File: config.mk
export PLATFORM = sky130hd
export DESIGN_NAME = cam_byte_packer
export DESIGN_NICKNAME = d
export VERILOG_FILES = /design/src/logic/cam_qspi_pkg.sv /design/src/logic/cam_byte_packer.sv
export SDC_FILE = /design/constraint.sdc
export NUM_CORES = 1
export LEC_CHECK = 0
export BUFFER_PORTS_ARGS = -buffer_cell sky130_fd_sc_hd__buf_2
export CAP_MARGIN = 30
export CORE_MARGIN = 1
export CORE_UTILIZATION = 51
export DETAILED_ROUTE_END_ITERATION = 10
export PLACE_DENSITY = 0.74
export SLEW_MARGIN = 20
export SYNTH_ARGS = -nofsm -noshare
export SYNTH_HDL_FRONTEND = slang
export SYNTH_SLANG_ARGS = --single-unit
File: constraint.sdc
create_clock -name WBs_CLK_i -period 2.2 [get_ports WBs_CLK_i]
set_input_delay 0.22 -clock WBs_CLK_i [delete_from_list [all_inputs] [get_ports WBs_CLK_i]]
set_output_delay 0.22 -clock WBs_CLK_i [all_outputs]
set_load 0.02 [all_outputs]
File: src/logic/cam_qspi_pkg.sv
// Shared types and constants for the camera to quad-SPI SRAM capture path.
// Every RTL block refers to these by scoped name.
`default_nettype none

package cam_qspi_pkg;

	// ----------------------------------------------------------------------
	// Vector types
	// ----------------------------------------------------------------------
	typedef logic [7:0]  cam_byte_t;	// One camera pixel byte
	typedef logic [31:0] word_t;		// Packed buffer word or register value
	typedef logic [3:0]  nibble_t;		// One quad-SPI beat
	typedef logic [23:0] qspi_addr_t;	// External SRAM byte address
	typedef logic [1:0]  wb_addr_t;		// Register address

	// ----------------------------------------------------------------------
	// Structs
	// ----------------------------------------------------------------------
	typedef struct packed {
		logic  valid;	// One-cycle word strobe
		word_t data;	// First byte in bits 31:24
	} cam_word_t;

	typedef struct packed {
		logic     cyc;
		logic     stb;
		logic     we;
		wb_addr_t adr;
		word_t    dat;
		logic [2:0] spare;	// Held at 0
	} wb_req_t;

	typedef struct packed {
		logic    nce;	// Active-low chip select
		logic    oe;	// Pad output enable
		nibble_t dat;	// Data lines 3:0
	} qspi_pins_t;

	// Burst writer FSM
	typedef enum logic [2:0] {IDLE, CMD, ADDR, DATA, GAP} qspi_state_e;

	// ----------------------------------------------------------------------
	// Constants
	// ----------------------------------------------------------------------
	localparam logic [7:0] QSPI_CMD_WRITE  = 8'h38;		// Quad write command
	localparam qspi_addr_t QSPI_START_ADDR = 24'h000004;	// First burst target
	localparam int         QSPI_GAP_CYCLES = 2;			// nCE high time between bursts
	localparam wb_addr_t   REG_CTRL        = 2'd0;
	localparam wb_addr_t   REG_STATUS      = 2'd1;

endpackage

`default_nettype wire

File: src/logic/cam_byte_packer.sv
// Camera byte packer. Collects four accepted pixel bytes and emits one
// 32-bit word with a single-cycle valid strobe, first byte most significant.
`default_nettype none

module cam_byte_packer (
	input  wire logic                   WBs_CLK_i,
	input  wire logic                   WBs_RST_i,
	input  wire logic                   cam_href_i,
	input  wire logic                   cam_vsync_i,
	input  wire logic                   capture_en_i,
	input  wire cam_qspi_pkg::cam_byte_t cam_dat_i,
	output cam_qspi_pkg::cam_word_t     word_o
);

	logic                accept;		// Byte taken on this edge
	logic [1:0]          phase;		// Bytes held so far
	logic [23:0]         hold;		// First three bytes of a word
	logic                word_valid;
	cam_qspi_pkg::word_t word_data;

	assign accept = cam_href_i & cam_vsync_i & capture_en_i;

	// Phase counter and valid strobe
	always_ff @(posedge WBs_CLK_i or posedge WBs_RST_i) begin
		if (WBs_RST_i) begin
			phase      <= 2'd0;
			word_valid <= 1'b0;
		end else begin
			word_valid <= 1'b0;			// Pulse only
			if (!capture_en_i) begin
				phase <= 2'd0;			// Restart word alignment
			end else if (accept) begin
				phase <= phase + 2'd1;		// Wraps after fourth byte
				if (phase == 2'd3) begin
					word_valid <= 1'b1;
				end
			end
		end
	end

	// Byte shifter, no reset on payload
	always_ff @(posedge WBs_CLK_i) begin
		if (accept) begin
			hold <= {hold[15:0], cam_dat_i};	// Oldest byte moves up
			if (phase == 2'd3) begin
				word_data <= {hold, cam_dat_i};
			end
		end
	end

	assign word_o = '{valid: word_valid, data: word_data};

endmodule

`default_nettype wire

**Yosys cells after proc, flatten, opt, wreduce, memory -nomap -nowiden**

Index checks and enable logic that the tools add are counted.

- Add/sub/neg operators: 1
- Equal/unequal tests: 2
- Muxes and demuxes: 5
- Bitwise logic cells: 2
- Reductions and logical operators: 1

Operators by type and width:

| kind | number |
|---|---|
| 2-to-1 mux 2 bit | 2 |
| 2-to-1 mux 1 bit | 3 |
| adder 2 x 1 -> 2 bit, second input constant | 1 |
| bitwise AND 1 bit | 2 |
| == test 2 bit, second input constant | 1 |
| inequality test 2 x 1 -> 1 bit, second input constant | 1 |
| AND reduction 2 bit | 1 |

- Register bits: 59
- Input port bits: 13
- Output and inout bits: 33

**Longest topological paths before layout**

Gate-level depths: netlist (run 1).

- Word-level depth: 4
- Depth in mapped cells: 3
- Gate-level depth less buffers: 3

**Worst setup path after synthesis (run 1)**

OpenSTA, ideal clock, no wires.

- Path kind: register to register
- Start point: reg phase[0]
- End point: reg word_data[0] (enable)
- Arrival: 1.323 ns
- Required time: 1.808 ns
- Setup slack: 0.485 ns
- Cell stages (with the launch flop): 3
- Buffers on the path: 0
- Cells stage by stage: dfrtp_1 > ha_1 > and3_1

- Cells in the longest elaborated chain, start to end: 2

Ends and longest elaborated chain:

| item | line | text |
|---|---|---|
| start: declaration | cam_byte_packer.sv:16 | `logic [1:0] phase;` |
| start signal: assignment | cam_byte_packer.sv:33 | `phase <= phase + 2'd1;` |
| == test 2 bit | cam_byte_packer.sv:45 | `if (phase == 2'd3) begin` |
| AND reduction 2 bit (no source line) | n/a |  |
| end signal: assignment | cam_byte_packer.sv:46 | `word_data <= {hold, cam_dat_i};` |
| end: declaration | cam_byte_packer.sv:19 | `cam_qspi_pkg::word_t word_data;` |

Every way passes these cells.
A chain may end at the register's enable or synchronous reset.

**Worst setup path after layout (run 1)**

- Start point: reg phase[0]
- End point: reg word_data[21] (enable)

The elaborated chain is that of the path after synthesis.

==> results.yml, run 1 <==
sta:
  final-max-slew-violation-count: 0
  maxSlewHeadroom_pct: 62.8
  fin_ws_ns: 0.691
  worst_slew_pin_slew_ns: 0.557
  finalSetupTns_ns: 0
  fin_skew_ns: 0.00468
  min_period_over_period_pct: 68.6
  min_period_ns: 1.51
  final_hold_viol_count: 0
  fmax_mhz: 663
  finalSetupViolations: 0
  rsz0062_at_grt: "no"
clock_network:
  clock_path_buffers: 2
  postCtsSetupBuffers: 0
  cts.sinks: 59
  path_clk_slew_ns: 0.09
  worstSkewPairLatency_ns: 0.36
  cts_tree: "built"
  h-tree-depth: 3
  clockRootBuffer: "clkbuf_4"
  cts_resized: 0
  numCtsBuffers: 9
power:
  switching_power_mw: 0.359
  powerDensity_nw_per_um2: 818
  combPwrFrac_pct: 1.7
  pwr-share-clk_pct: 30.0
  vdd_drop_max_uv: 457
  power_frac_seq_pct: 68.2
  internal-power_mw: 1.46
  p_leak_nw: 0.837
  p_total_mw: 1.82
  switching_share_pct: 19.7
synthesis:
  syn_area_um2: 1840
  synth.avg_cell_area_um2: 25.6
  ys_ff_latch: 59
  synth_warnings: 0
  yosys.area.top_type_share_pct: 91.3
  syn_nets: 86
  netlist_instances: 72
  ys_types: 12
  synth-seq-area-share_pct: 95.4
  yosys-top-cells-area: "edfxtp_1 (91%), dfrtp_1 (4.1%), and3_1 (0.68%)"
  synth_top_area_cell: "edfxtp_1"
detailed_routing:
  first_iter_violations: 37
  drc: 0
  dr.pass1.iters: 4
  routed_via_density: 4.77
  wirelength_mm: 2.48
  ant_nets: 0
  vias: 854
  routedWlPerCell_um: 13.9
die:
  rows: 21
  fp.dieW_um: 62.1
  die_y_um: 62.1
  dieArea_um2: 3860
  core_um2: 3390
  initial_utilization_pct: 54.3
  ioPinCount: 46
layout:
  layout_common_cells: "edfxtp_1 (56), buf_2 (45), clkbuf_4 (9)"
  area_delta_synth_final_pct: 20.9
  nNetsFinal: 143
  drive_gt1_share_pct: 44.4
  antenna_cells: 0
  fill_cells: 249
  utilization_pct: 65.7
  layout_commonest_cell: "edfxtp_1"
setup_path:
  ff2ff_path_depth: 3
  timing.rr.start: "phase[0]"
  path_class: "reg2reg"
  arrival_ns: 1.53
  crit_path_end_kind: "flip-flop"
  r2r_end: "word_data[21]"
  start_kind: "flip-flop"
  reg2reg_slack_ns: 0.69
  cp_max_fo: 30
  critical-path-max-stage-delay_ns: 0.39
  slowest_stage: "dfrtp_1"
  path_cells: "ha_1, and3_1, buf_4"
  cp.required_ns: 2.23
global_routing:
  antenna_found_initial: 0
  grt-ovfl-total: 0
  grt_pass1_wl_mm: 3.61
  grt_util_all_layers_pct: 15.1
  grt_pass1_vias: 799
  grt_start_max_net_pins: 31
worst_hold_path:
  hold_depth: 1
  hold_end: "word_data[7]"
  hold_path_startpoint: "cam_dat_i[7]"
  hold_path_class: "in2reg"
placed_design:
  dp_slack_ns: 0.705
  gp_congestion: 0.653
  placement.io_buffers: 45
flow_run:
  max_cap_viol_count: 0
run_status:
  status: "completed"
[kinds of logic (layout without fill, tap and decap cells)]
family	count (synthesis)	count (layout)	share of synthesized area, %
flip-flops	59	59	95.4
AND/OR/NAND/NOR	8	8	2.79
AO/OA/AOI/OAI	2	2	0.543
buffers and inverters	2	63	0.611
adder cells (fa/ha/maj)	1	1	0.679
[cells in the mapped netlist]
cell and count:
edfxtp_1 56, dfrtp_1 3, and3_1 2, nand2_1 2, o21ai_0 2, and2_4 1, and3_2 1, buf_4 1
ha_1 1, inv_1 1, nand4_1 1, nand4b_1 1
[state kept, by name (all words and copies together) (netlist names)]
signal      count
hold           24
word_data      32
word_valid      1
phase           2
[critical path, delay by kind of cell (launching register included)]
kind / cells / cell delay, ns
simple gates: 1 / 0.22
buf+inv: 1 / 0.37
fa+ha+maj: 1 / 0.18
flops: 1 / 0.39
[power by group through the flow]
stage	Clock, mW	Sequential (mW)	Combinational, mW
finish	0.547	1.24	0.0316
detailed placement	0	1.27	0.0308
global placement	0	1.27	0.0271
floorplan	0	1.27	0.0109
global route	0.618	1.24	0.0363
CTS	0.567	1.24	0.0322
[per-layer routing]
layer  GRT usage (%)  vias to the layer above  wire, µm
met5               0                        -         0
met2            23.9                       38      1320
li1                -                      402         -
met3            7.87                        2       177
met1            16.5                      412       966
met4            8.57                        0        19
[how the worst max path moves through the flow]
stage	startpoint	to	slack (ns)	cells after the start
3_3_place_gp	phase[0]	word_data[19]	0.79	3
6_report	phase[0]	word_data[21]	0.69	3
4_1_cts	phase[0]	word_data[27]	0.69	3
3_5_place_dp	phase[0]	word_data[29]	0.70	3
5_1_grt	phase[0]	word_data[27]	0.61	3
2_1_floorplan	phase[0]	word_data[0]	0.49	2
[metrics by stage]
| step | hold WS (ns) | area (µm²) | instances |
|---|---|---|---|
| after floorplan | -0.0264 | 1840 | 72 |
| after global routing | 0.00664 | 2230 | 179 |
| after global placement | 0.0821 | 2120 | 163 |
| final | 0.0378 | 2230 | 179 |
| after CTS | 0.00565 | 2230 | 179 |
| after detailed placement | 0.0946 | 2120 | 163 |
[final cells by class]
class | instances | area (µm²) | area share [%]
well taps | 46 | 57.6 | 2.58
repair buffers | 47 | 243 | 10.9
multi-input cells | 11 | 73.8 | 3.31
inverters | 1 | 3.75 | 0.169
clock buffers | 10 | 71.3 | 3.20
clock inverters | 5 | 21.3 | 0.955
flip-flops and latches | 59 | 1760 | 78.9
[what timing repair did]
action,in CTS,in global routing
hold buffers,1,0
setup endpoints to repair,0,0
endpoints found under the hold margin,3,0
(Power assumes the default switching activity.)
==> inputs of run 2 (changes only) <==
CORE_UTILIZATION = 46   (was 51)
PLACE_DENSITY = 0.7   (was 0.74)
clock period = 1.26 ns   (was 2.2 ns; I/O delays follow)
==> run 2 against run 1 <==
- non-clock buffer count rose by 10
- highest routed layer unchanged
- clock-buffer cell count did not move
- die area rose by 11%
- largest cell class unchanged
- sequential cell count unchanged
==> results.yml, run 2 (synthesized netlist as in run 1, its figures left out) <==
run_status:
  status: "completed"
clock_network:
  clock_path_buffers: 2
  path_clk_slew_ns: 0.06
  clockRootBuffer: "clkbuf_8"
  numCtsBuffers: 9
  h-tree-depth: 3
  worstSkewPairLatency_ns: 0.31
  cts.sinks: 59
  cts_tree: "built"
  cts_resized: 0
power:
  switching_share_pct: 19.4
  internal-power_mw: 2.90
  vdd_drop_max_uv: 1240
  p_leak_nw: 0.908
  combPwrFrac_pct: 2.2
  switching_power_mw: 0.695
  power_frac_seq_pct: 60.5
  powerDensity_nw_per_um2: 1480
  p_total_mw: 3.59
  pwr-share-clk_pct: 37.3
sta:
  min_period_ns: 1.21
  final-max-slew-violation-count: 0
  finalSetupTns_ns: 0
  fmax_mhz: 826
  maxSlewHeadroom_pct: 88.1
  rsz0062_at_grt: "no"
  fin_ws_ns: 0.0492
  worst_slew_pin_slew_ns: 0.177
  fin_worst_hold_slack_ns: 0.0231
  finalSetupViolations: 0
  final_hold_viol_count: 0
  min_period_over_period_pct: 96.1
  fin_skew_ns: 0.00509
placed_design:
  gp_congestion: 0.634
  dp_slack_ns: 0.0577
  placement.io_buffers: 45
  place_area_um2: 2180
  dp_hpwl_mm: 1.61
setup_path:
  critical-path-max-stage-delay_ns: 0.36
  start_kind: "flip-flop"
  crit_path_end_kind: "flip-flop"
  path_cells: "ha_1, and3_4, buf_4"
  path_class: "reg2reg"
  path_buf_inv: 1
  cpLargestDelayFamily: "flip-flops"
  cp.required_ns: 1.28
  arrival_ns: 1.23
  slowest_stage: "dfrtp_1"
  reg2reg_slack_ns: 0.05
  cp_max_fo: 8
detailed_routing:
  wirelength_mm: 2.54
  vias: 883
  routed_via_density: 4.60
  routedWlPerCell_um: 13.3
  drc: 0
  dr.pass1.iters: 4
  ant_nets: 0
  first_iter_violations: 36
global_routing:
  grt-ovfl-total: 0
  grt_pass1_wl_mm: 4.06
  grt_pass1_vias: 863
  grt_start_max_net_pins: 25
  antenna_found_initial: 0
  grt_util_all_layers_pct: 14.1
layout:
  nNetsFinal: 153
  stdcell_area_um2: 2420
  largest_reg_flops: 32
  layout_commonest_cell: "edfxtp_1"
  multi_input_area_um2: 78.8
  reg.largest.list: "word_data x32, hold x24, phase x2"
  antenna_cells: 0
  layout_common_cells: "edfxtp_1 (56), buf_2 (45), clkbuf_8 (9)"
  fill_cells: 271
  area_delta_synth_final_pct: 31.4
  top_register: "word_data"
  drive_gt1_share_pct: 45.1
  layout.area.seq_um2: 1760
die:
  core_um2: 3740
  ioPinCount: 46
  rows: 22
  die_y_um: 65.3
  initial_utilization_pct: 49.2
  fp.dieW_um: 65.3
  dieArea_um2: 4260
worst_hold_path:
  hold_path_class: "in2reg"
flow_run:
  max_cap_viol_count: 0
## run 2: cell types whose count changed in the layout (fill, tap and decap cells not counted)
cell and delta:
clkinv_1 -1, buf_12 +2, clkbuf_4 -9, and3_4 +1, and3_1 -1, clkinvlp_4 +2, dlygate4sd3_1 +7, clkbuf_8 +9
buf_4 +1
## run 2: area by class of cell
class,count,area share [%]
clock buffer,10,5.27
clock inverter,6,1.34
inverter,1,0.155
multi-input combinational,11,3.26
sequential,59,72.6
tap,48,2.48
timing repair buffer,57,14.9
## run 2: repair_timing
action,4_1_cts,5_1_grt
setup buffers,0,0
hold buffers,8,0
endpoints found under the setup margin,0,0
hold endpoints to repair,17,0
## run 2: path summary, 6_finish.rpt
check | startpoint | end | cells past startpoint
hold / removal | cam_dat_i[2] | word_data[2] | 1
max in group asynchronous | WBs_RST_i | word_valid | 3
hold reg to reg | hold[20] | word_data[28] | 0
setup / recovery | phase[0] | word_data[24] | 3
min in group asynchronous | WBs_RST_i | phase[0] | 3
setup reg to reg | phase[0] | word_data[24] | 3
## run 2: stage by stage
step / cells / util (%)
floorplan: 72 / -
global placement: 168 / 58.2
detailed placement: 168 / 58.2
CTS: 192 / 64.6
global route: 192 / 64.6
finish: 192 / 64.6
## run 2: power by group through the flow
stage | Sequential, mW | Combinational (mW) | Clock, mW
after CTS | 2.17 | 0.0781 | 1.37
after detailed placement | 2.21 | 0.0594 | 0
after global routing | 2.17 | 0.0861 | 1.48
final | 2.17 | 0.0786 | 1.34
after global placement | 2.21 | 0.0539 | 0
after floorplan | 2.21 | 0.0192 | 0
## run 2: routing by layer
metal	vias up	global-route usage (%)	wire, µm
li1	424	-	-
met1	428	14.5	1020
met2	29	23.3	1360
met3	2	7.12	142
met4	0	7.34	20
met5	-	0	0
