### config.mk
export PLATFORM = sky130hd
export DESIGN_NAME = wb_ctrl_regs
export DESIGN_NICKNAME = d
export VERILOG_FILES = /design/src/logic/cam_qspi_pkg.sv /design/src/logic/wb_ctrl_regs.sv
export SDC_FILE = /design/constraint.sdc
export NUM_CORES = 1
export LEC_CHECK = 0
export BUFFER_PORTS_ARGS = -buffer_cell sky130_fd_sc_hd__buf_2
export CAP_MARGIN = 20
export CORE_MARGIN = 1
export CORE_UTILIZATION = 24
export CTS_CLUSTER_DIAMETER = 200
export DETAILED_ROUTE_END_ITERATION = 10
export PLACE_DENSITY_LB_ADDON = 0.05
export SYNTH_ARGS = -nofsm -noshare
export SYNTH_HDL_FRONTEND = slang
export SYNTH_SLANG_ARGS = --single-unit
### constraint.sdc
create_clock -name WBs_CLK_i -period 1.81 [get_ports WBs_CLK_i]
set_input_delay 0.0905 -clock WBs_CLK_i [delete_from_list [all_inputs] [get_ports WBs_CLK_i]]
set_output_delay 0.0905 -clock WBs_CLK_i [all_outputs]
set_load 0.02 [all_outputs]
### src/logic/cam_qspi_pkg.sv
// Shared types and constants for the camera to quad-SPI SRAM capture path.
// Every RTL block refers to these by scoped name.
`default_nettype none

package cam_qspi_pkg;

	// ----------------------------------------------------------------------
	// Vector types
	// ----------------------------------------------------------------------
	typedef logic [7:0]  cam_byte_t;	// One camera pixel byte
	typedef logic [31:0] word_t;		// Packed buffer word or register value
	typedef logic [3:0]  nibble_t;		// One quad-SPI beat
	typedef logic [23:0] qspi_addr_t;	// External SRAM byte address
	typedef logic [1:0]  wb_addr_t;		// Register address

	// ----------------------------------------------------------------------
	// Structs
	// ----------------------------------------------------------------------
	typedef struct packed {
		logic  valid;	// One-cycle word strobe
		word_t data;	// First byte in bits 31:24
	} cam_word_t;

	typedef struct packed {
		logic     cyc;
		logic     stb;
		logic     we;
		wb_addr_t adr;
		word_t    dat;
		logic [2:0] spare;	// Held at 0
	} wb_req_t;

	typedef struct packed {
		logic    nce;	// Active-low chip select
		logic    oe;	// Pad output enable
		nibble_t dat;	// Data lines 3:0
	} qspi_pins_t;

	// Burst writer FSM
	typedef enum logic [2:0] {IDLE, CMD, ADDR, DATA, GAP} qspi_state_e;

	// ----------------------------------------------------------------------
	// Constants
	// ----------------------------------------------------------------------
	localparam logic [7:0] QSPI_CMD_WRITE  = 8'h38;		// Quad write command
	localparam qspi_addr_t QSPI_START_ADDR = 24'h000004;	// First burst target
	localparam int         QSPI_GAP_CYCLES = 2;			// nCE high time between bursts
	localparam wb_addr_t   REG_CTRL        = 2'd0;
	localparam wb_addr_t   REG_STATUS      = 2'd1;

endpackage

`default_nettype wire

### src/logic/wb_ctrl_regs.sv
// Wishbone register block. CTRL holds capture and stream enables and
// issues the overflow clear pulse; STATUS reports overflow, VSYNC, writer
// busy and the buffer fill level. Ack is a one-shot one cycle after strobe.
`default_nettype none

module wb_ctrl_regs (
	input  wire logic                  WBs_CLK_i,
	input  wire logic                  WBs_RST_i,
	input  wire cam_qspi_pkg::wb_req_t wb_i,
	output cam_qspi_pkg::word_t        wb_dat_o,
	output logic                       wb_ack_o,
	input  wire logic                  cam_vsync_i,
	input  wire logic                  overflow_i,
	input  wire logic                  busy_i,
	input  wire logic [15:0]           fill_i,
	output logic                       capture_en_o,
	output logic                       stream_en_o,
	output logic                       overflow_clr_o
);

	logic req;		// New access, not yet acked
	logic ctrl_wr;

	assign req     = wb_i.cyc & wb_i.stb & ~wb_ack_o;
	assign ctrl_wr = req & wb_i.we & (wb_i.adr == cam_qspi_pkg::REG_CTRL);

	// ----------------------------------------------------------------------
	// Ack and CTRL register
	// ----------------------------------------------------------------------
	always_ff @(posedge WBs_CLK_i or posedge WBs_RST_i) begin
		if (WBs_RST_i) begin
			wb_ack_o       <= 1'b0;
			capture_en_o   <= 1'b0;
			stream_en_o    <= 1'b0;
			overflow_clr_o <= 1'b0;
		end else begin
			wb_ack_o       <= req;			// Single cycle
			overflow_clr_o <= ctrl_wr & wb_i.dat[2];	// Not stored
			if (ctrl_wr) begin
				capture_en_o <= wb_i.dat[0];
				stream_en_o  <= wb_i.dat[1];
			end
		end
	end

	// Read mux, held stable by the master while ack is high
	always_comb begin
		case (wb_i.adr)
		cam_qspi_pkg::REG_CTRL: begin
			wb_dat_o = {30'h0, stream_en_o, capture_en_o};
		end
		cam_qspi_pkg::REG_STATUS: begin
			wb_dat_o = {fill_i, 13'h0, busy_i, cam_vsync_i, overflow_i};
		end
		default: begin
			wb_dat_o = '0;			// Unused addresses
		end
		endcase
	end

endmodule

`default_nettype wire

## Word-level counts from Yosys, hierarchy flattened

Cells that the tools add are included.

- Bits in registers: 4
- Output and inout bits: 36

- Reduce and logical (&&, ||, !) cells: 1
- Equal/unequal tests: 1
- Mux-type cells: 1
- Bitwise logic cells: 6

Operators by type and width:

| operator | number |
|---|---|
| 32-bit one-hot mux with 2 select lines | 1 |
| 1-bit bitwise AND | 5 |
| 2-bit by 1-bit == test with 1-bit output, second input constant | 1 |
| 2-bit zero test | 1 |
| 1-bit NOT | 1 |

## Longest topological paths before layout

Gate-level depths: netlist of run 1.

- Depth in word-level cells: 5
- Depth in mapped cells: 3

## Least setup slack after synthesis of run 1

OpenSTA, ideal clock, no wires.

- Kind: register to register
- From: reg wb_ack_o
- To: reg capture_en_o
- Library setup time: 128 ps
- Path buffers: 0
- Setup slack: 596 ps
- Stages on the path, launching flop included: 4
- Period minus slack after synthesis: 1214 ps
- Required time: 1682 ps
- Data arrival time: 1086 ps
- Cell sequence: dfrtp_1 and3b_2 nand3_2 mux2_1

- Cells in the longest elaborated chain, start to end: 4

Ends and longest elaborated chain:

| what | line | text |
|---|---|---|
| start, declared | wb_ctrl_regs.sv:11 | `output logic wb_ack_o,` |
| start signal, assigned | wb_ctrl_regs.sv:37 | `wb_ack_o <= req;` |
| 1-bit NOT | wb_ctrl_regs.sv:24 | `assign req = wb_i.cyc & wb_i.stb & ~wb_ack_o;` |
| 1-bit bitwise AND | wb_ctrl_regs.sv:24 |  |
| via req | wb_ctrl_regs.sv:21 | `logic req;` |
| 1-bit bitwise AND (2 in series) | wb_ctrl_regs.sv:25 | `assign ctrl_wr = req & wb_i.we & (wb_i.adr == cam_qspi_pkg::REG_CTRL);` |
| end signal, assigned | wb_ctrl_regs.sv:40 | `capture_en_o <= wb_i.dat[0];` |
| end, declared | wb_ctrl_regs.sv:16 | `output logic capture_en_o,` |

The timed path passes the listed nets, and every way through them passes these cells.
A chain may end at the register's enable or synchronous reset.

## Worst setup path in the final report of run 1

Ends and elaborated chain as after synthesis.

==> reports/qor.yml, run 1 <==
run_status:
  status: "complete, but fails checks"
  failed_checks: "design-rule violations"
setup_path:
  critPathArrivalTime_ps: 1260
  r2r-start: "wb_ack_o"
  crit_type: "register to register"
  path_delay_family: "simple AND/OR/NAND/NOR gates"
  crit-reg2reg-capture: "capture_en_o"
  required_ps: 1920
  rrSetupSlack_ps: 660
  cpPeakStageDelay_ps: 350
  worstPathMaxFanout: 3
  cp_slowest_cell: "dfrtp_1"
  crit_buf_inv: 0
  reg2regPathDepth: 3
  path_cells: "and3b_2 > nand3_2 > mux2_1"
  critPathLaunchType: "register"
  endpoint_kind: "register"
clock_network:
  cts_tree: "yes"
  cts_root_buf: "clkbuf_4"
  numCtsBuffers: 3
  path_clk_slew_ps: 40
  clk_latency_ps: 230
  htreeDepth: 1
  numClockSinks: 4
  max-clock-path-buffers: 2
power_and_ir_drop:
  p_sw_uw: 139
  p_leak_nw: 0.441
  switching_share_pct: 36.7
  ir_drop_v: 0.000444
  p_clk_share_pct: 28.1
  p_int_uw: 241
  sequentialPowerShare_pct: 28.8
  pwr-share-comb_pct: 43.0
  power_density_nw_per_um2: 572
  finalPower_uw: 380
final_layout:
  syn2layout_area_growth_pct: 59.5
  antenna_cells: 0
  final_area_um2: 664
  fin_nets: 165
  fin_util_pct: 42.6
  layout-drive-gt1-share_pct: 56.9
  num-fill-cells: 164
min_path:
  holdPathEnd: "stream_en_o"
  whs_path_depth: 2
  hp-class: "input pin to register"
  worstHoldStart: "wb_i[4]"
synth:
  synthCells: 49
  synth_edf_count: 0
  ys_top_cells_by_count: "and2_1 (17), buf_4 (14), dfrtp_1 (4)"
  avgSynthCellArea_um2: 8.50
  yosysMostFrequentCell: "and2_1"
  synth-seq-area-share_pct: 24.0
  synth_area_leader_cell: "and2_1"
  synth_cell_types: 12
  synthTopCellsByArea: "and2_1 (26%), buf_4 (25%), dfrtp_1 (24%)"
  yosys_warnings: 0
  ys_ff_latch: 4
  async_flop_share_pct: 100
  synth_area_um2: 417
  netlist.area_leader.share_pct: 25.5
  synthFlopType: "dfrtp_1"
floorplan:
  start_util_pct: 26.7
  die_w_um: 43.7
  pin_count: 97
  dieArea_um2: 1910
  placement_rows: 14
  core_area_um2: 1560
  fp.dieH_um: 43.7
place:
  post-dp-hpwl_um: 812
  dp_slack_ps: 644
  gp_congestion: 0.605
  place_area_um2: 632
  portBuffers: 51
drt:
  drc_errors: 7
  detail_route.wl_per_cell_um: 7.57
  dr.pass1.iters: 6
  antenna_left: 0
  drt_iter0_drc: 7
  wl_um: 893
  avgViaCountPerCell: 3.77
  vias: 445
job:
  maxCapViolations: 0
global_routing:
  grtUsageTotal_pct: 9.03
  grt_antenna_before_repair: 0
  grt.overflow.total: 0
  grt_max_degree: 18
  use_met2_pct: 17.0
  grt_pass1_wl_um: 1210
  grt_util_met1_pct: 6.87
  grt_use_met3_pct: 3.75
  first_global_vias: 330
  busiest_layer: "met2"
timing:
  hold_viol: 0
  setup_ws_ps: 659
  fin_crit_sh_pct: 63.6
  rsz0062_at_grt: "false"
  final-setup-viol-count: 0
  finalMaxSlewViolations: 0
  skew_ps: 4.96
  fmax_mhz: 869
  min_period_ps: 1150
  fin_tns_setup_ps: 0
[registers in the layout, indices dropped and copies added (netlist names)]
register and cells:
wb_ack_o 1, overflow_clr_o 1, stream_en_o 1, capture_en_o 1
[power groups by stage]
stage	Combinational, mW	Sequential, mW	Clock [mW]
after floorplan	0.107	0.126	0
after global placement	0.162	0.111	0
after detailed placement	0.163	0.111	0
after CTS	0.166	0.110	0.113
after global routing	0.176	0.112	0.113
final	0.163	0.110	0.107
[worst max path at each step]
stage                     slack [ps]      from           end  cells past startpoint
after floorplan                  600  wb_ack_o  capture_en_o                      3
after global placement           650  wb_ack_o  capture_en_o                      3
after detailed placement         640  wb_ack_o   stream_en_o                      3
after CTS                        640  wb_ack_o   stream_en_o                      3
after global routing             570  wb_ack_o   stream_en_o                      3
final                            660  wb_ack_o  capture_en_o                      3
[repair_timing]
item,4_1_cts,5_1_grt
setup buffers,0,0
endpoints found under the setup margin,0,0
hold buffers,1,0
gates resized for setup,0,0
endpoints found under the hold margin,4,0
[placed cells by master (no fill, tap or decap)]
cell / Yosys / final
and2_1: 17 / 17
and3b_2: 1 / 1
buf_2: 0 / 51
clkbuf_4: 0 / 3
conb_1: 1 / 13
dfrtp_1: 4 / 4
dlygate4sd3_1: 0 / 1
inv_1: 2 / 2
mux2_1: 2 / 2
mux2i_1: 2 / 2
nand3_2: 1 / 1
nor2_1: 3 / 3
nor2_2: 1 / 1
nor2b_4: 1 / 1
[kinds of logic (layout without fill, tap and decap cells)]
group                  Yosys count  in the layout  share of synthesized area [%]
other                            1             13                          0.900
DFF                              4              4                           24.0
buffers and inverters           16             57                           27.0
and+or+nand+nor                 24             24                           37.8
muxes                            4              4                           10.2
[cell type report]
type / count / area [um2] / share of cell area [%]
repair buffers: 52 / 265 / 39.9
multi-input cells: 41 / 249 / 37.5
flip-flops and latches: 4 / 100 / 15.1
clock buffers: 3 / 22.5 / 3.39
well taps: 16 / 20.0 / 3.01
inverters: 2 / 7.51 / 1.13
[per-stage QoR]
| stage | hold WS [ps] | std cells |
|---|---|---|
| 2_1_floorplan | -143 | 61 |
| 3_3_place_gp | -24.2 | 114 |
| 3_5_place_dp | -22.3 | 114 |
| 4_1_cts | 66.3 | 118 |
| 5_1_grt | 74.8 | 118 |
| 6_report | 70.7 | 118 |
[routing by layer]
| layer | wire length [um] | up-vias |
|---|---|---|
| li1 | - | 232 |
| met4 | 0 | 0 |
| met3 | 148 | 0 |
| met2 | 469 | 37 |
| met1 | 275 | 176 |
| met5 | 0 | - |
(Power assumes the default switching activity.)
==> run 2, diff against run 1 <==
--- a/config.mk
+++ b/config.mk
@@ -8,7 +8,7 @@
 export BUFFER_PORTS_ARGS = -buffer_cell sky130_fd_sc_hd__buf_2
 export CAP_MARGIN = 20
 export CORE_MARGIN = 1
-export CORE_UTILIZATION = 24
+export CORE_UTILIZATION = 22
 export CTS_CLUSTER_DIAMETER = 200
 export DETAILED_ROUTE_END_ITERATION = 10
 export PLACE_DENSITY_LB_ADDON = 0.05
==> constraint.sdc (replaced) <==
create_clock -name WBs_CLK_i -period 1.2 [get_ports WBs_CLK_i]
set_input_delay 0.06 -clock WBs_CLK_i [delete_from_list [all_inputs] [get_ports WBs_CLK_i]]
set_output_delay 0.06 -clock WBs_CLK_i [all_outputs]
set_load 0.02 [all_outputs]
==> reports/qor.yml, run 2 (synthesized netlist as in run 1, its figures left out) <==
run_status:
  status: "completed"
setup_path:
  critPathArrivalTime_ps: 1250  # about the same
  cpPeakStageDelay_ps: 360  # about the same
  cp_slowest_cell: "dfrtp_1"
  crit-reg2reg-capture: "stream_en_o"
  required_ps: 1310  # -610 ps
  path_cells: "and3b_2 > nand3_4 > mux2_1"
  crit_type: "register to register"
  reg2regPathDepth: 3  # unchanged
  path_delay_family: "flip-flops"
  endpoint_kind: "register"
  crit_buf_inv: 0  # unchanged
  rrSetupSlack_ps: 60  # -600 ps
  critPathLaunchType: "register"
  worstPathMaxFanout: 3  # unchanged
  crit_start: "wb_ack_o"
  worst-path-stages: 3  # unchanged
  r2r-start: "wb_ack_o"
  cp-endpoint: "stream_en_o"
global_routing:
  grt_max_degree: 18  # unchanged
  grt_antenna_before_repair: 0  # unchanged
  grtUsageTotal_pct: 8.38  # -0.65 points
  grt.overflow.total: 0  # unchanged
  first_global_vias: 307  # -7.0%
  grt_pass1_wl_um: 1190  # -1.7%
clock_network:
  numClockSinks: 4  # unchanged
  numCtsBuffers: 3  # unchanged
  cts_root_buf: "clkbuf_4"
  cts_setup_buffers: 0  # unchanged
  cts_tree: "yes"
  path_clk_slew_ps: 40  # about the same
  htreeDepth: 1  # unchanged
  max-clock-path-buffers: 2  # unchanged
  clk_latency_ps: 230  # about the same
floorplan:
  placement_rows: 15  # +1
  core_area_um2: 1750  # +12%
  fp.dieH_um: 45.5  # +4.2%
  pin_count: 97  # unchanged
  die_w_um: 45.5  # +4.2%
  dieArea_um2: 2070  # +8.7%
  start_util_pct: 23.9  # -2.9 points
drt:
  drc_errors: 0  # -7
  dr.pass1.iters: 3  # -3
  drt_iter0_drc: 1  # -6
  vias: 464  # +4.3%
  drt-met1-wl_um: 359  # +31%
  met2_length_um: 472  # +0.64%
  route.met3.wl_um: 130  # -12%
  maxUsedRoutingLayer: "met3"
  detail_route.wl_per_cell_um: 7.57  # about the same
  avgViaCountPerCell: 3.65  # -3.1%
  wl_um: 961  # +7.6%
  antenna_left: 0  # unchanged
min_path:
  hp-class: "input pin to register"
  whs_path_depth: 2  # unchanged
final_layout:
  fin_nets: 165  # unchanged
  syn2layout_area_growth_pct: 64.0
  regArea_um2: 100  # unchanged
  num-fill-cells: 207  # +26%
  layout-drive-gt1-share_pct: 56.9  # unchanged
  fin_util_pct: 39.1  # -3.5 points
  layout_common_cells: "buf_2 (51), and2_1 (17), conb_1 (13)"
  layout_commonest_cell: "buf_2"
  antenna_cells: 0  # unchanged
  multi_input_area_um2: 256  # +3.0%
timing:
  fmax_mhz: 878  # +1.0%
  hold_viol: 0  # unchanged
  skew_ps: 5.74  # +0.772 ps
  finalMaxSlewViolations: 0  # unchanged
  min_period_ps: 1140  # -11.8 ps
  holdWs_ps: 38.6  # -32.1 ps
  fin_crit_sh_pct: 94.9  # +31 points
  final-setup-viol-count: 0  # unchanged
  rsz0062_at_grt: "false"
power_and_ir_drop:
  ir_drop_v: 0.000570  # +28%
  p_leak_nw: 0.442  # about the same
  power_density_nw_per_um2: 843  # +48%
place:
  gp_congestion: 0.608  # +0.53%
  portBuffers: 51  # unchanged
  post-dp-hpwl_um: 858  # +5.6%
job:
  maxCapViolations: 0  # unchanged
[run 2: cell count changes in the layout (fill, tap and decap cells not counted)]
cell,previous run,this run
nand3_2,1,0
nand3_4,0,1
[run 2: power by group]
part	leakage [nW]	switching [mW]	internal, mW
clock	0.0138	0.0504	0.112
combinational	0.376	0.150	0.0973
sequential	0.0518	0.0121	0.154
[run 2: how the worst min path moves through the flow]
stage,start,end,slack (ps)
finish,wb_i[3],capture_en_o,40
global route,wb_i[3],capture_en_o,40
CTS,wb_i[3],capture_en_o,30
detailed placement,WBs_RST_i,wb_ack_o,-50
global placement,WBs_RST_i,overflow_clr_o,-50
floorplan,WBs_RST_i,capture_en_o,-170
[run 2: per-stage QoR]
| step | setup slack (ps) | instances | area [um2] | power (mW) | setup TNS (ps) |
|---|---|---|---|---|---|
| floorplan | -0.795 | 61 | 462 | 0.351 | -1.59 |
| global placement | 48.8 | 123 | 643 | 0.414 | 0 |
| detailed placement | 56.3 | 123 | 643 | 0.415 | 0 |
| CTS | 57.5 | 127 | 676 | 0.589 | 0 |
| global route | 8.52 | 127 | 683 | 0.619 | 0 |
| finish | 60.8 | 127 | 683 | 0.576 | 0 |
[run 2: repair_timing]
item | CTS | global route
hold buffers | 1 | 0
setup endpoints to repair | 0 | 1
gates resized for setup | 0 | 1
hold endpoints to repair | 4 | 0
[run 2: final cells by class]
type,instances,share of cell area [%]
repair buffers,52,38.8
multi-input cells,41,37.5
flip-flops and latches,4,14.7
well taps,25,4.58
clock buffers,3,3.30
inverters,2,1.10
[run 2: layer usage]
| metal | GRT usage [%] | vias up |
|---|---|---|
| li1 | - | 232 |
| met1 | 8.43 | 194 |
| met2 | 14.6 | 38 |
| met3 | 2.78 | 0 |
| met4 | 5.45 | 0 |
| met5 | 0 | - |
==> run 3, diff against run 2 <==
--- a/config.mk
+++ b/config.mk
@@ -5,8 +5,9 @@
 export SDC_FILE = /design/constraint.sdc
 export NUM_CORES = 1
 export LEC_CHECK = 0
-export BUFFER_PORTS_ARGS = -buffer_cell sky130_fd_sc_hd__buf_2
+export BUFFER_PORTS_ARGS = -buffer_cell sky130_fd_sc_hd__buf_4
 export CAP_MARGIN = 20
+export CORE_ASPECT_RATIO = 0.9
 export CORE_MARGIN = 1
 export CORE_UTILIZATION = 22
 export CTS_CLUSTER_DIAMETER = 200
==> reports/qor.yml, run 3 (synthesized netlist as in run 1, its figures left out) <==
drt:
  antenna_left: 0  # unchanged
  detail_route.wl_per_cell_um: 8.28  # +9.4%
  wl_um: 1040  # +8.5%
  dr.pass1.iters: 2  # -1
  avgViaCountPerCell: 3.57  # -2.2%
  drt_iter0_drc: 2  # +1
  drc_errors: 0  # unchanged
  vias: 450  # -3.0%
final_layout:
  layout_common_cells: "buf_4 (51), and2_1 (17), conb_1 (13)"
  fin_nets: 165  # unchanged
  regArea_um2: 100  # unchanged
  final_area_um2: 813  # +19%
  syn2layout_area_growth_pct: 95.2
  layout-drive-gt1-share_pct: 57.8  # +0.98 points
  num-fill-cells: 186  # -10%
  fin_util_pct: 47.4  # +8.2 points
  multi_input_area_um2: 260  # +1.5%
  antenna_cells: 0  # unchanged
  layout_commonest_cell: "buf_4"
clock_network:
  cts_root_buf: "clkbuf_4"
  numCtsBuffers: 3  # unchanged
  cts_setup_buffers: 0  # unchanged
  max-clock-path-buffers: 2  # unchanged
  path_clk_slew_ps: 30  # about the same
  htreeDepth: 1  # unchanged
  numClockSinks: 4  # unchanged
  cts_tree: "yes"
  clk_latency_ps: 230  # about the same
setup_path:
  path_delay_family: "flip-flops"
  path_cells: "and3b_2 > nand3_4 > mux2_1"
  worstPathMaxFanout: 3  # unchanged
  required_ps: 1310  # about the same
  cpPeakStageDelay_ps: 370  # about the same
  critPathLaunchType: "register"
  endpoint_kind: "register"
  r2r-start: "wb_ack_o"
  crit_buf_inv: 0  # unchanged
  crit_start: "wb_ack_o"
  cp_slowest_cell: "dfrtp_1"
  critPathArrivalTime_ps: 1260  # about the same
  crit_type: "register to register"
min_path:
  hp-class: "input pin to register"
  worstHoldStart: "wb_i[5]"
floorplan:
  fp.dieH_um: 43.3  # -4.9%
  dieArea_um2: 2070  # about the same
  pin_count: 97  # unchanged
  placement_rows: 14  # -1
  die_w_um: 47.9  # +5.2%
  start_util_pct: 24.3  # +0.40 points
  core_area_um2: 1720  # -1.6%
timing:
  setup_ws_ps: 44.8  # -16.0 ps
  holdWs_ps: 48.0  # +9.40 ps
  finalMaxSlewViolations: 0  # unchanged
  min_period_ps: 1160  # +16.0 ps
  final-setup-viol-count: 0  # unchanged
  fin_crit_sh_pct: 96.3  # +1.3 points
  fmax_mhz: 866  # -1.4%
  rsz0062_at_grt: "false"
  skew_ps: 0.179  # -5.56 ps
  hold_viol: 0  # unchanged
place:
  gp_congestion: 0.699  # +15%
  dp_slack_ps: 39.1  # -17.3 ps
  portBuffers: 51  # unchanged
  post-dp-hpwl_um: 882  # +2.8%
  place_area_um2: 769  # +20%
global_routing:
  first_global_vias: 340  # +11%
  grt_antenna_before_repair: 0  # unchanged
  grt_pass1_wl_um: 1400  # +17%
  grt_max_degree: 18  # unchanged
  grtUsageTotal_pct: 9.67  # +1.3 points
  grt.overflow.total: 0  # unchanged
power_and_ir_drop:
  power_density_nw_per_um2: 784  # -7.0%
  finalPower_uw: 638  # +11%
  p_leak_nw: 0.474  # +7.4%
  ir_drop_v: 0.000590  # +3.5%
run_status:
  status: "completed"
job:
  maxCapViolations: 0  # unchanged
## run 3: cell count changes in the layout (fill, tap and decap cells not counted)
cell / delta
mux2_4: +1
buf_2: -51
mux2_1: -1
buf_4: +51
## run 3: tightest hold or removal path: cells and delay by family
kind                   cells  cell delay, ps
buffers and inverters      2             140
AND/OR/NAND/NOR            1              30
## run 3: layer usage
metal | track usage (%) | vias up | part of all wire (%)
met5 | 0 | - | 0
met4 | 3.33 | 0 | 0
met3 | 4.26 | 0 | 11
met2 | 14.3 | 35 | 49
met1 | 12.2 | 184 | 40
li1 | - | 231 | -
## run 3: metrics by stage
stage                     instances  TNS [ps]
after floorplan                  61     -1.59
after global placement          122         0
after detailed placement        122         0
after CTS                       126         0
after global routing            126         0
final                           126         0
## run 3: power by group
group	switching, mW	internal, mW
Clock	0.0461	0.111
Sequential	0.0167	0.155
Combinational	0.154	0.155
## run 3: cell type report
class | count | area share, %
Clock buffer | 3 | 2.77
Inverter | 2 | 0.923
Multi-Input combinational cell | 41 | 32.0
Sequential cell | 4 | 12.3
Tap cell | 24 | 3.69
Timing Repair Buffer | 52 | 48.3
## run 3: worst paths after layout
path	to	slack, ps	cells after the start
max	stream_en_o	40	3
min reg2reg	stream_en_o	540	1
min	overflow_clr_o	50	3
min in group asynchronous	stream_en_o	290	3
max reg2reg	stream_en_o	40	3
max in group asynchronous	overflow_clr_o	760	3
## run 3: repair_timing
action / in CTS / in global routing
hold buffers: 1 / 0
endpoints found under the hold margin: 4 / 0
setup endpoints to repair: 0 / 1
gates resized for setup: 0 / 2
